--- src/verilog/oflow_pkg.sv ---
package oflow_pkg;

// --------------------------------------------------
// widths and defaults
// --------------------------------------------------

	localparam int score_len = 8;        // match score, lower is better
	localparam int id_len = 6;           // object id width
	localparam int max_rows_default = 8; // rows per frame
	localparam int credits_default = 4;  // also the fifo depth

// --------------------------------------------------
// candidate record from the similarity stage
// --------------------------------------------------

	// first pair is the best match, second pair the runner up
	typedef struct packed {
		logic [score_len-1:0] score_0;
		logic [id_len-1:0] id_0;
		logic [score_len-1:0] score_1;
		logic [id_len-1:0] id_1;
	} cand_t;

	// one score board row
	typedef struct packed {
		cand_t cand;
		logic ptr; // 0 -> id_0, 1 -> id_1
	} row_entry_t;

// --------------------------------------------------
// state and verdict encodings
// --------------------------------------------------

	typedef enum logic [1:0] {
		st_idle,
		st_load,    // filling the score board
		st_resolve, // walking row pairs
		st_done     // one cycle, frame_done
	} reg_state_t;

	// outcome of one row pair
	typedef enum logic [1:0] {
		cr_keep,
		cr_flip_first,  // row a falls back
		cr_flip_second  // row b falls back
	} cr_verdict_t;

endpackage

--- src/verilog/oflow_cand_fifo.sv ---
`timescale 1ns/100ps

module oflow_cand_fifo #(
	parameter int credits = oflow_pkg::credits_default
) (
	input logic clk,
	input logic reset_N,
	input logic push,                      // cand_valid from the link
	input oflow_pkg::cand_t push_data,
	input logic pop,                       // from the fsm
	output oflow_pkg::cand_t pop_data,     // head of queue, comb
	output logic empty,
	output logic credit_return             // one pulse per pop
);

	import oflow_pkg::*;

	localparam int ptr_len = (credits > 1) ? $clog2(credits) : 1;
	localparam int cnt_len = $clog2(credits + 1);

// --------------------------------------------------
// storage and pointers
// --------------------------------------------------

	cand_t mem [credits]; // payload, no reset
	logic [ptr_len-1:0] wr_ptr;
	logic [ptr_len-1:0] rd_ptr;
	logic [cnt_len-1:0] count;
	logic full;

	assign empty = (count == '0);
	assign full = (count == cnt_len'(credits));
	assign pop_data = mem[rd_ptr]; // popped entry written same edge

	always_ff @(posedge clk) begin
		if (push)
			mem[wr_ptr] <= push_data;
	end

	always_ff @(posedge clk or negedge reset_N) begin
		if (!reset_N) begin
			wr_ptr <= '0;
			rd_ptr <= '0;
			count <= '0;
			credit_return <= 1'b0;
		end else begin
			if (push) // wrap at credits, depth need not be a power of two
				wr_ptr <= (wr_ptr == ptr_len'(credits - 1)) ? '0 : wr_ptr + 1'b1;
			if (pop)
				rd_ptr <= (rd_ptr == ptr_len'(credits - 1)) ? '0 : rd_ptr + 1'b1;
			case ({push, pop})
				2'b10: count <= count + 1'b1;
				2'b01: count <= count - 1'b1;
				default: count <= count; // both or neither
			endcase
			credit_return <= pop; // registered, one cycle per pop
		end
	end

// --------------------------------------------------
// link checks
// --------------------------------------------------

	// sender must hold a credit, so a full queue never sees a push
	a_no_push_full: assert property (@(posedge clk) disable iff (!reset_N)
		push |-> !full);

	// fsm only pops a non-empty queue
	a_no_pop_empty: assert property (@(posedge clk) disable iff (!reset_N)
		pop |-> !empty);

endmodule

--- src/verilog/oflow_conflict_resolve.sv ---
`timescale 1ns/100ps

module oflow_conflict_resolve #(
	parameter int max_rows = oflow_pkg::max_rows_default,
	localparam int row_len = $clog2(max_rows)
) (
	input logic enable,                      // resolve state
	input logic [row_len-1:0] row_a,
	input logic [row_len-1:0] row_b,
	input oflow_pkg::row_entry_t entry_a,
	input oflow_pkg::row_entry_t entry_b,
	output logic ptr_write,
	output logic [row_len-1:0] ptr_row,
	output logic ptr_val
);

	import oflow_pkg::*;

	logic [id_len-1:0] sel_a; // currently selected ids
	logic [id_len-1:0] sel_b;
	cr_verdict_t verdict;

// --------------------------------------------------
// pair compare
// --------------------------------------------------

	assign sel_a = entry_a.ptr ? entry_a.cand.id_1 : entry_a.cand.id_0;
	assign sel_b = entry_b.ptr ? entry_b.cand.id_1 : entry_b.cand.id_0;

	always_comb begin
		verdict = cr_keep;
		// only rows still on their first choice can fall back
		if (enable && (sel_a == sel_b) && !entry_a.ptr && !entry_b.ptr) begin
			if (entry_a.cand.score_0 > entry_b.cand.score_0)
				verdict = cr_flip_first;  // a is the worse match
			else
				verdict = cr_flip_second; // b worse or tie
		end
	end

// --------------------------------------------------
// pointer write
// --------------------------------------------------

	always_comb begin
		ptr_write = 1'b0;
		ptr_row = row_b;
		ptr_val = 1'b0;
		case (verdict)
			cr_flip_first: begin
				ptr_write = 1'b1;
				ptr_row = row_a;
				ptr_val = 1'b1; // point at id_1
			end
			cr_flip_second: begin
				ptr_write = 1'b1;
				ptr_row = row_b;
				ptr_val = 1'b1;
			end
			default: ptr_write = 1'b0; // keep
		endcase
	end

endmodule

--- src/verilog/oflow_reg_fsm.sv ---
`timescale 1ns/100ps

module oflow_reg_fsm (
	input logic clk,
	input logic reset_N,
	input logic frame_start,
	input logic fifo_empty,
	input logic cnt_last,
	output logic fifo_pop,
	output logic sb_write,
	output logic sb_clear,
	output logic cnt_clear,
	output logic cnt_step,
	output logic cnt_mode,
	output logic resolve_en,
	output logic frame_done
);

	import oflow_pkg::*;

	reg_state_t state;
	reg_state_t state_nxt;

// --------------------------------------------------
// state register
// --------------------------------------------------

	always_ff @(posedge clk or negedge reset_N) begin
		if (!reset_N)
			state <= st_idle;
		else
			state <= state_nxt;
	end

// --------------------------------------------------
// next state and strobes
// --------------------------------------------------

	always_comb begin
		state_nxt = state;
		fifo_pop = 1'b0;
		sb_write = 1'b0;
		sb_clear = 1'b0;
		cnt_clear = 1'b0;
		cnt_step = 1'b0;
		cnt_mode = (state == st_resolve); // pairs only while resolving
		resolve_en = 1'b0;
		frame_done = 1'b0;

		case (state)
			st_idle: ; // candidates wait in the fifo
			st_load: begin
				if (!fifo_empty) begin
					fifo_pop = 1'b1;
					sb_write = 1'b1; // same edge as the pop
					if (cnt_last) begin
						cnt_clear = 1'b1; // restart as pair walk
						state_nxt = st_resolve;
					end else begin
						cnt_step = 1'b1;
					end
				end
			end
			st_resolve: begin
				resolve_en = 1'b1;
				cnt_step = 1'b1; // one pair per cycle
				if (cnt_last)
					state_nxt = st_done;
			end
			st_done: begin
				frame_done = 1'b1;
				state_nxt = st_idle;
			end
			default: state_nxt = st_idle;
		endcase

		// new frame, restarts load from any state but resolve
		if (frame_start && (state != st_resolve)) begin
			sb_clear = 1'b1;
			cnt_clear = 1'b1;
			fifo_pop = 1'b0;
			sb_write = 1'b0;
			cnt_step = 1'b0;
			state_nxt = st_load;
		end
	end

	// upstream waits for frame_done before the next frame
	a_no_start_resolve: assert property (@(posedge clk) disable iff (!reset_N)
		(state == st_resolve) |-> !frame_start);

endmodule

--- src/verilog/oflow_registration_top.sv ---
`timescale 1ns/100ps

module oflow_registration_top #(
	parameter int max_rows = oflow_pkg::max_rows_default,
	parameter int credits = oflow_pkg::credits_default,
	localparam int row_len = $clog2(max_rows)
) (
	input logic clk,
	input logic reset_N,
	input logic frame_start,
	input logic cand_valid,
	input oflow_pkg::cand_t cand,
	output logic credit_return,
	input logic [row_len-1:0] row_sel,
	output logic [oflow_pkg::id_len-1:0] id_sel,
	output logic [oflow_pkg::id_len-1:0] id_out [max_rows],
	output logic frame_done
);

	import oflow_pkg::*;

// --------------------------------------------------
// internal wires
// --------------------------------------------------

	cand_t fifo_data;
	logic fifo_pop, fifo_empty;
	logic sb_write, sb_clear;
	logic cnt_clear, cnt_step, cnt_mode, cnt_last;
	logic resolve_en;
	logic [row_len-1:0] row_idx, pair_a, pair_b;
	row_entry_t entry_a, entry_b;
	logic ptr_write, ptr_val;
	logic [row_len-1:0] ptr_row;

// --------------------------------------------------
// blocks
// --------------------------------------------------

	oflow_cand_fifo #(.credits(credits)) u_fifo (
		.clk(clk), .reset_N(reset_N),
		.push(cand_valid), .push_data(cand),
		.pop(fifo_pop), .pop_data(fifo_data),
		.empty(fifo_empty), .credit_return(credit_return)
	);

	oflow_reg_fsm u_fsm (
		.clk(clk), .reset_N(reset_N),
		.frame_start(frame_start), .fifo_empty(fifo_empty), .cnt_last(cnt_last),
		.fifo_pop(fifo_pop), .sb_write(sb_write), .sb_clear(sb_clear),
		.cnt_clear(cnt_clear), .cnt_step(cnt_step), .cnt_mode(cnt_mode),
		.resolve_en(resolve_en), .frame_done(frame_done)
	);

	oflow_row_counter #(.max_rows(max_rows)) u_cnt (
		.clk(clk), .reset_N(reset_N),
		.clear(cnt_clear), .step(cnt_step), .mode(cnt_mode),
		.row_idx(row_idx), .pair_a(pair_a), .pair_b(pair_b), .last(cnt_last)
	);

	oflow_score_board #(.max_rows(max_rows)) u_sb (
		.clk(clk), .reset_N(reset_N),
		.clear(sb_clear), .write(sb_write), .write_row(row_idx), .write_data(fifo_data),
		.row_a(pair_a), .row_b(pair_b), .entry_a(entry_a), .entry_b(entry_b),
		.ptr_write(ptr_write), .ptr_row(ptr_row), .ptr_val(ptr_val),
		.id_out(id_out), .row_sel(row_sel), .id_sel(id_sel)
	);

	oflow_conflict_resolve #(.max_rows(max_rows)) u_cr (
		.enable(resolve_en), .row_a(pair_a), .row_b(pair_b),
		.entry_a(entry_a), .entry_b(entry_b),
		.ptr_write(ptr_write), .ptr_row(ptr_row), .ptr_val(ptr_val)
	);

endmodule

--- src/verilog/oflow_row_counter.sv ---
`timescale 1ns/100ps

module oflow_row_counter #(
	parameter int max_rows = oflow_pkg::max_rows_default,
	localparam int row_len = $clog2(max_rows)
) (
	input logic clk,
	input logic reset_N,
	input logic clear,
	input logic step,
	input logic mode,                  // 0 rows, 1 pairs
	output logic [row_len-1:0] row_idx,
	output logic [row_len-1:0] pair_a,
	output logic [row_len-1:0] pair_b,
	output logic last
);

	localparam logic [row_len-1:0] last_row = row_len'(max_rows - 1);
	localparam logic [row_len-1:0] last_a = row_len'(max_rows - 2);

// --------------------------------------------------
// row and pair counters
// --------------------------------------------------

	always_ff @(posedge clk or negedge reset_N) begin
		if (!reset_N) begin
			row_idx <= '0;
			pair_a <= '0;
			pair_b <= row_len'(1);
		end else if (clear) begin // restart, first pair is (0,1)
			row_idx <= '0;
			pair_a <= '0;
			pair_b <= row_len'(1);
		end else if (step) begin
			if (!mode) begin
				row_idx <= row_idx + 1'b1; // load, one row per write
			end else if (pair_b == last_row) begin
				// end of inner walk, next a
				pair_a <= pair_a + 1'b1;
				pair_b <= pair_a + row_len'(2);
			end else begin
				pair_b <= pair_b + 1'b1;
			end
		end
	end

// --------------------------------------------------
// last flag
// --------------------------------------------------

	always_comb begin
		if (!mode)
			last = (row_idx == last_row);
		else
			last = (pair_a == last_a) && (pair_b == last_row); // final pair
	end

	// pair walk keeps a below b
	a_pair_order: assert property (@(posedge clk) disable iff (!reset_N)
		mode |-> (pair_a < pair_b));

endmodule

--- src/verilog/oflow_score_board.sv ---
`timescale 1ns/100ps

module oflow_score_board #(
	parameter int max_rows = oflow_pkg::max_rows_default,
	localparam int row_len = $clog2(max_rows)
) (
	input logic clk,
	input logic reset_N,
	// load side
	input logic clear,                          // frame_start
	input logic write,
	input logic [row_len-1:0] write_row,
	input oflow_pkg::cand_t write_data,
	// resolver side
	input logic [row_len-1:0] row_a,
	input logic [row_len-1:0] row_b,
	output oflow_pkg::row_entry_t entry_a,
	output oflow_pkg::row_entry_t entry_b,
	input logic ptr_write,
	input logic [row_len-1:0] ptr_row,
	input logic ptr_val,
	// results
	output logic [oflow_pkg::id_len-1:0] id_out [max_rows],
	input logic [row_len-1:0] row_sel,
	output logic [oflow_pkg::id_len-1:0] id_sel
);

	import oflow_pkg::*;

// --------------------------------------------------
// row registers
// --------------------------------------------------

	cand_t cand_reg [max_rows]; // scores and ids
	logic ptr_reg [max_rows];   // selects id_0 or id_1

	// payload, zeroed by clear only
	always_ff @(posedge clk) begin
		if (clear) begin
			for (int i = 0; i < max_rows; i++)
				cand_reg[i] <= '0;
		end else if (write) begin
			cand_reg[write_row] <= write_data;
		end
	end

	always_ff @(posedge clk or negedge reset_N) begin
		if (!reset_N) begin
			for (int i = 0; i < max_rows; i++)
				ptr_reg[i] <= 1'b0;
		end else if (clear) begin
			for (int i = 0; i < max_rows; i++)
				ptr_reg[i] <= 1'b0;
		end else if (write) begin
			ptr_reg[write_row] <= 1'b0; // new candidate starts on id_0
		end else if (ptr_write) begin
			ptr_reg[ptr_row] <= ptr_val; // fallback from resolver
		end
	end

// --------------------------------------------------
// read side
// --------------------------------------------------

	// pair for the resolver, updated pointer seen next cycle
	always_comb begin
		entry_a.cand = cand_reg[row_a];
		entry_a.ptr = ptr_reg[row_a];
		entry_b.cand = cand_reg[row_b];
		entry_b.ptr = ptr_reg[row_b];
	end

	// selected id per row
	always_comb begin
		for (int i = 0; i < max_rows; i++)
			id_out[i] = ptr_reg[i] ? cand_reg[i].id_1 : cand_reg[i].id_0;
	end

	assign id_sel = id_out[row_sel]; // read port, comb

	// load and resolve phases never overlap
	a_no_write_clash: assert property (@(posedge clk) disable iff (!reset_N)
		!(write && ptr_write));

endmodule
--- config.mk ---
export PLATFORM = sky130hd
export DESIGN_NAME = oflow_registration_top
export DESIGN_NICKNAME = d
export VERILOG_FILES = /design/src/verilog/oflow_pkg.sv /design/src/verilog/oflow_cand_fifo.sv /design/src/verilog/oflow_conflict_resolve.sv /design/src/verilog/oflow_reg_fsm.sv /design/src/verilog/oflow_registration_top.sv /design/src/verilog/oflow_row_counter.sv /design/src/verilog/oflow_score_board.sv
export SDC_FILE = /design/constraint.sdc
export NUM_CORES = 1
export LEC_CHECK = 0
export BUFFER_PORTS_ARGS = -buffer_cell sky130_fd_sc_hd__buf_2
export CAP_MARGIN = 20
export CORE_MARGIN = 1.5
export CORE_UTILIZATION = 40
export CTS_BUF_LIST = sky130_fd_sc_hd__clkbuf_2
export CTS_CLUSTER_SIZE = 14
export DETAILED_ROUTE_END_ITERATION = 8
export HOLD_SLACK_MARGIN = 0.1
export SYNTH_ARGS = -nofsm -noshare
export SYNTH_HDL_FRONTEND = slang
export SYNTH_HIERARCHICAL = 1
export SYNTH_SLANG_ARGS = --single-unit
--- constraint.sdc ---
create_clock -name clk -period 9.2 [get_ports clk]
set_input_delay 1.84 -clock clk [delete_from_list [all_inputs] [get_ports clk]]
set_output_delay 1.84 -clock clk [all_outputs]
set_load 0.01 [all_outputs]
==> metrics.cfg, run 1 <==
[worst_setup_path]
path_buf_inv=2
r2r-end=u_sb/cand_reg[0][26]
startpoint_type=primary input
arrival_ns=3.48
rr_worst_depth=8
crit_path_frequent_cell=buf_2
required_ns=7.36
crit_chain=buf_2 > or2_1 > o22ai_1 > nor3_1 > a21o_1 > buf_2
crit_fanout=10
cp_slowest_cell=nor3_1
rrSetupSlack_ns=4.51
crit_type=primary input to primary output
cp-startpoint=row_sel[1]
cp_slowest_stage_delay_ns=0.56
crit_family=simple AND/OR/NAND/NOR gates
regToRegStartpoint=u_fsm/state[0]
crit_path_end_kind=primary output

[sta]
finalHoldViolCount=0
period_share_pct=57.8
worst_pin_slew_ns=1.17
setup_tns_ns=0
finalCriticalPeriod_ns=5.32
setup_violations=0
rsz0062_at_grt=false
max-slew-margin-rel_pct=21.8
clock_skew_ns=0.0866
clock.fmax_ghz=0.188
final-max-slew-violation-count=0

[clock_network]
hold_buffers=0
cts_buffers=70
clk_transition_reported_paths_ns=0.09
h-tree-depth=3
clock_path_buffers=3
cts_tree=done
insertion_delay_ns=0.88
cts.repair.resized=0
cts_root_buf=clkbuf_2
cts_setup_buffers=0
cts.sinks=267

[global_routing]
grt_pass1_vias=8516
grt_usage_pct=20.6
grt_max_degree=43
grt_pass1_wl_um=54600
antenna_found_initial=2
grt-ovfl-total=0

[logic_synthesis]
synth.avg_cell_area_sq_um=15.0
syn-num-nets=1011
synthesis.area_sq_um=14300
synth_cells=950
yosysWarnings=6

[detailed_routing]
first_pass_iters=5
detail-route-antenna-nets=0
drt-vias-per-instance=5.50
routedWlPerCell_um=23.9
drt_iter0_markers=806
drc=0
num_vias=8529
wirelength_um=37100

[die]
initial_utilization_pct=40.4
dieArea_sq_um=36900
num_rows=69
die_w_um=192
dieHeight_um=192
core_area_sq_um=35400
io_pins=91

[power_and_ir_drop]
p_int_mw=2.28
power.switching_mw=1.16
sequentialPowerShare_pct=47.6
ir_drop_v=0.000130
power_density_nw_per_um2=220
p_clk_share_pct=24.2
p_sw_share_pct=33.8
pwr-share-comb_pct=28.2
p_leak_nw=5.84

[place]
gp_congestion=0.827
numPortBuffers=82
dp_hpwl_um=24100
place_inst=1428

[final_layout]
area_delta_synth_final_pct=9.43
seq_area_sq_um=7890
fillers=3229
final_cells=1551
largest_reg_flops=160
multi_input_area_sq_um=5910
drive_above_1_share_pct=37.4
final_nets=1100

[hold_path]
min_path_cells=1
hold_class=flop to flop
min_to=u_fifo/count[2]
hold_start=u_fifo/count[2]

[status]
status=finished, final reports clean

[flow_run]
cap_violations=0

worst max-delay path by stage:
| stage | slack (ns) | cells after the start | to |
|---|---|---|---|
| 4_1_cts | 3.84 | 6 | id_sel[2] |
| 3_3_place_gp | 3.73 | 8 | u_sb/cand_reg[0][23] |
| 6_report | 3.88 | 6 | id_sel[2] |
| 5_1_grt | 3.82 | 6 | id_sel[2] |
| 3_5_place_dp | 3.70 | 8 | u_sb/cand_reg[0][23] |
| 2_1_floorplan | 4.41 | 6 | u_sb/cand_reg[3][0] |
metrics by stage:
step | instance area (sq um) | setup WS [ns] | hold slack (ns) | util, % | total power, mW
final | 15600 | 3.88 | 0.469 | 44.2 | 3.44
after global routing | 15600 | 3.82 | 0.484 | 44.2 | 3.64
after CTS | 15600 | 3.84 | 0.477 | 44.2 | 3.49
after detailed placement | 15000 | 3.70 | 0.463 | 42.4 | 2.65
after global placement | 15000 | 3.73 | 0.466 | 42.3 | 2.63
after floorplan | 14300 | 4.41 | 0.443 | - | 2.31
layer usage:
| layer | part of all wire, % | track usage (%) | wire length, um |
|---|---|---|---|
| met1 | 44 | 28.1 | 16400 |
| met2 | 49 | 33.7 | 18000 |
| met3 | 5.8 | 3.65 | 2140 |
| met4 | 1.6 | 6.11 | 606 |
| met5 | 0 | 0 | 0 |
power by group through the flow:
stage	combinational, mW	clock [mW]	sequential (mW)
2_1_floorplan	0.694	0	1.62
5_1_grt	1.05	0.921	1.66
3_5_place_dp	0.982	0	1.67
4_1_cts	0.985	0.862	1.64
6_report	0.971	0.835	1.64
3_3_place_gp	0.968	0	1.66
worst reg2reg max path, cell delays in order, from the launching register on:
cell	delay, ns
dfrtp_1	0.45
inv_1	0.14
ha_1	0.52
nor2_1	0.33
nor3b_2	0.75
nand3b_1	0.56
nor3_4	1.05
or2_1	0.20
buf_4	0.35
area by class of cell:
cell class	count	share of cell area [%]
well taps	461	3.69
clock buffers	109	3.49
repair buffers	96	3.39
clock inverters	12	0.584
diodes	2	0.0320
inverters	25	0.600
flip-flops and latches	267	50.4
multi-input cells	579	37.8
cells in the final DEF, fill, tap and decap left out, types with 6 or more instances in the layout:
cell type and n:
mux2_4 26, nor2b_1 9, and2_1 165, edfxtp_1 240, nor3_1 14, nand2_1 13, mux2i_1 11, mux4_1 6
dfrtp_1 23, mux2_2 59, clkbuf_2 109, o21ai_0 13, xor2_1 6, buf_2 82, nand4_1 6, nand2b_1 10
xnor2_1 7, mux4_2 86, inv_1 24, buf_4 12, nor2_1 40, nor2_2 6, ha_1 25, o22ai_1 12
(Power assumes the default switching activity.)
==> run 2: changes to the inputs <==
clock period = 4.5 ns   (was 9.2 ns; I/O delays follow)
==> metrics.cfg, run 2 (same netlist as run 1, synthesis figures left out) <==
[status]
status=finished, final reports clean

[sta]
clock_skew_ns=0.116
max-slew-margin-rel_pct=30.9
finalHoldViolCount=0
clock.fmax_ghz=0.236
final-max-slew-violation-count=0
setup_violations=0
setup_tns_ns=0
finalCriticalPeriod_ns=4.24
period_share_pct=94.1
hold_ws_ns=0.231
worst_pin_slew_ns=1.04
rsz0062_at_grt=false

[final_layout]
final_common_cell=edfxtp_1
largest_reg_flops=160
fillers=3200
layout_common_cells=edfxtp_1, and2_1, clkbuf_2
multi_input_area_sq_um=5870
seq_area_sq_um=7890
final_nets=1128
area_delta_synth_final_pct=11.2
drive_above_1_share_pct=38.4

[place]
numPortBuffers=82
gp_congestion=0.849
dp_hpwl_um=25700

[clock_network]
h-tree-depth=3
cts.sinks=267
clk_transition_reported_paths_ns=0.09
cts_buffers=71
cts_tree=done
cts_root_buf=clkbuf_2
insertion_delay_ns=0.88
clock_path_buffers=3

[global_routing]
grt_usage_pct=21.1
grt_max_degree=28
grt_pass1_vias=9145
antenna_found_initial=2
grt_pass1_wl_um=56000
grt-ovfl-total=0

[power_and_ir_drop]
p_sw_share_pct=34.3
p_clk_share_pct=23.2
power.switching_mw=2.42
sequentialPowerShare_pct=47.5
pwr-share-comb_pct=29.3
power_density_nw_per_um2=444
ir_drop_v=0.000290
p_leak_nw=6.00
p_int_mw=4.64

[worst_setup_path]
path_buf_inv=1
required_ns=5.16
arrival_ns=4.90
crit_type=flop to flop
crit_chain=buf_12 > mux4_2 > mux2_2 > mux2i_2 > xnor2_1 > or4_1 > a2111o_1 > mux2_1 > nor2_1 > nand2_1 > o2111ai_1 > o21ai_0
crit_family=multiplexers
cp_slowest_cell=or4_1
cp_slowest_stage_delay_ns=0.61
crit_path_end_kind=flop
startpoint_type=flop
crit_fanout=18

[die]
initial_utilization_pct=40.4
io_pins=91
die_w_um=192
core_area_sq_um=35400
dieArea_sq_um=36900
num_rows=69
dieHeight_um=192

[detailed_routing]
first_pass_iters=5
drt-vias-per-instance=5.44
wirelength_um=37700
drc=0
routedWlPerCell_um=23.9
drt_iter0_markers=622
detail-route-antenna-nets=0
num_vias=8576

[flow_run]
cap_violations=0

[hold_path]
hold_class=primary input to flop

## run 2: cell type report
class	count	share of cell area (%)
clock buffers	103	3.24
diodes	1	0.0158
well taps	461	3.63
repair buffers	123	5.29
multi-input cells	579	37.0
inverters	25	0.591
flip-flops and latches	267	49.7
clock inverters	17	0.606
## run 2: per-stage QoR
stage	utilization [%]	instance area [sq um]	worst slack, ns	std cells	total power [mW]
after global placement	43.0	15200	0.308	1453	5.42
after floorplan	-	14300	0.521	950	4.73
final	44.9	15900	0.264	1576	7.06
after CTS	44.8	15800	0.175	1574	7.13
after detailed placement	43.0	15200	0.276	1453	5.47
after global routing	44.9	15900	0.00472	1576	7.47
## run 2: repair_timing
action	CTS	global route
buffers inserted	0	0
hold endpoints to repair	17	0
hold buffers	1	0
resized for setup	0	3
setup endpoints to repair	0	5
## run 2: power groups by stage
stage / logic [mW] / clock network (mW) / registers [mW]
floorplan: 1.42 / 0 / 3.31
global placement: 2.03 / 0 / 3.40
detailed placement: 2.05 / 0 / 3.42
CTS: 2.06 / 1.71 / 3.36
global route: 2.24 / 1.83 / 3.40
finish: 2.07 / 1.64 / 3.35
## run 2: routing by layer
layer  track usage (%)  share of wire (%)  up-vias
li1                  -                  -     3875
met1              27.9                 43     4347
met2              33.9                 48      277
met3              4.44                6.4       75
met4              8.29                2.8        2
met5                 0              0.035        -
## run 2: path summary, 6_finish.rpt
check / start / end / slack, ns / cells past startpoint
min in group asynchronous: reset_N / u_sb/ptr_reg[0] / 0.63 / 2
max reg2reg: u_cnt/pair_b[0] / u_sb/ptr_reg[2] / 0.26 / 12
min: cand[25] / u_fifo/mem[0][25] / 0.23 / 1
max in group asynchronous: reset_N / u_cnt/pair_a[0] / 3.35 / 2
max: u_cnt/pair_b[0] / u_sb/ptr_reg[2] / 0.26 / 12
min reg2reg: u_fifo/count[2] / u_fifo/count[2] / 0.48 / 1
## run 2: worst reg2reg max path: stages (launching register included)
cell and delay (ns):
dfstp_2 0.56, buf_12 0.19, mux4_2 0.54, mux2_2 0.38, mux2i_2 0.19, xnor2_1 0.17
or4_1 0.61, a2111o_1 0.47, mux2_1 0.35, nor2_1 0.15, nand2_1 0.15, o2111ai_1 0.21
o21ai_0 0.11
==> run 3: changes to the inputs <==
RECOVER_POWER = 100   (was not set)
==> metrics.cfg, run 3 (same netlist as run 1, synthesis figures left out) <==
[sta]
clock.fmax_ghz=0.231
setup_violations=0
max-slew-margin-rel_pct=-8.26
finalHoldViolCount=0
final-max-slew-violation-count=49
period_share_pct=96.0
clock_skew_ns=0.118
finalCriticalPeriod_ns=4.32
rsz0062_at_grt=false
setup_tns_ns=0
worst_pin_slew_ns=1.62

[hold_path]
hold_class=primary input to flop
hold_start=cand[25]

[global_routing]
grt_usage_pct=21.1
grt-ovfl-total=0
antenna_found_initial=3
grt_pass1_wl_um=56000
grt_max_degree=28
grt_pass1_vias=9145

[clock_network]
clock_path_buffers=3
cts_tree=done
cts_setup_buffers=0
clk_transition_reported_paths_ns=0.09
cts.sinks=267
cts_root_buf=clkbuf_2
h-tree-depth=3
cts_buffers=71
insertion_delay_ns=0.89

[place]
postPlaceCellArea_sq_um=15200
numPortBuffers=82
gp_congestion=0.849
dp_hpwl_um=25700

[status]
status=finished with violations
violations=max-capacitance violations, max-slew violations

[power_and_ir_drop]
ir_drop_v=0.000289
power_density_nw_per_um2=448
p_leak_nw=5.74
post-layout-total-power_mw=7.00

[worst_setup_path]
crit_type=flop to flop
crit_fanout=14
crit_path_end_kind=flop
cp_slowest_stage_delay_ns=0.93
arrival_ns=4.73
required_ns=4.91
cp-startpoint=u_fsm/state[0]
crit_family=buffers and inverters
path_buf_inv=3
crit_chain=inv_1 > ha_1 > nor2_1 > nor3b_1 > buf_4 > nand3b_1 > o21ai_0 > dlymetal6s2s_1
startpoint_type=flop
cp_slowest_cell=o21ai_0
regToRegStartpoint=u_fsm/state[0]

[detailed_routing]
drc=0
wirelength_um=37700
routedWlPerCell_um=23.9
drt-vias-per-instance=5.48
num_vias=8630
detail-route-antenna-nets=0
drt_iter0_markers=633
first_pass_iters=5

[die]
dieArea_sq_um=36900
io_pins=91
dieHeight_um=192
initial_utilization_pct=40.4
num_rows=69
die_w_um=192
core_area_sq_um=35400

[final_layout]
largest_reg_flops=160
final_common_cell=edfxtp_1
layout_common_cells=edfxtp_1, clkbuf_2, mux4_2
drive_above_1_share_pct=28.5
fin_area_sq_um=15600
final_nets=1128
area_delta_synth_final_pct=9.37

[flow_run]
cap_violations=2

-- run 3: routing by layer --
metal  GRT usage [%]  vias up  wire, um
li1                -     3868         -
met3            4.44       79      2670
met1            27.9     4365     16000
met5               0        -        13
met4            8.29        2      1010
met2            33.9      316     17900
-- run 3: worst paths after layout --
check / end / slack (ns) / cells past startpoint
max in group asynchronous: u_cnt/pair_a[0] / 2.34 / 2
max: u_sb/cand_reg[3][27] / 0.18 / 8
min in group asynchronous: u_sb/ptr_reg[0] / 0.99 / 2
min reg2reg: u_fifo/count[2] / 0.48 / 1
min: u_fifo/mem[0][25] / 0.26 / 1
max reg2reg: u_sb/cand_reg[3][27] / 0.18 / 8
-- run 3: worst reg2reg max path: stages (launching register included) --
cell	delay, ns
dfrtp_1	0.45
inv_1	0.15
ha_1	0.55
nor2_1	0.13
nor3b_1	0.33
buf_4	0.28
nand3b_1	0.22
o21ai_0	0.93
dlymetal6s2s_1	0.86
-- run 3: cell type report --
class | count | area, sq um
repair buffers | 123 | 642
diodes | 1 | 2.50
multi-input cells | 579 | 5820
fillers | 3262 | 19800
well taps | 461 | 577
clock buffers | 103 | 515
inverters | 25 | 93.8
flip-flops and latches | 267 | 7890
clock inverters | 17 | 96.3
-- run 3: repair_timing --
| action | CTS | global route |
|---|---|---|
| hold buffers | 1 | 0 |
| setup endpoints to repair | 0 | 5 |
| hold endpoints to repair | 17 | 0 |
| gates resized for setup | 0 | 3 |
-- run 3: power by group --
part           switching [mW]  internal [mW]  total, mW  leakage (nW)
combinational            1.18          0.823       2.00          2.55
clock                    1.02          0.621       1.64         0.464
sequential              0.221           3.14       3.36          2.72
-- run 3: through the flow --
step / hold slack (ns) / worst slack [ns] / cells / util (%)
CTS: 0.129 / 0.175 / 1574 / 44.8
global placement: 0.467 / 0.308 / 1453 / 43.0
floorplan: 0.443 / 0.521 / 950 / -
global route: 0.175 / 0.00472 / 1576 / 44.2
finish: 0.264 / 0.180 / 1576 / 44.2
detailed placement: 0.470 / 0.276 / 1453 / 43.0
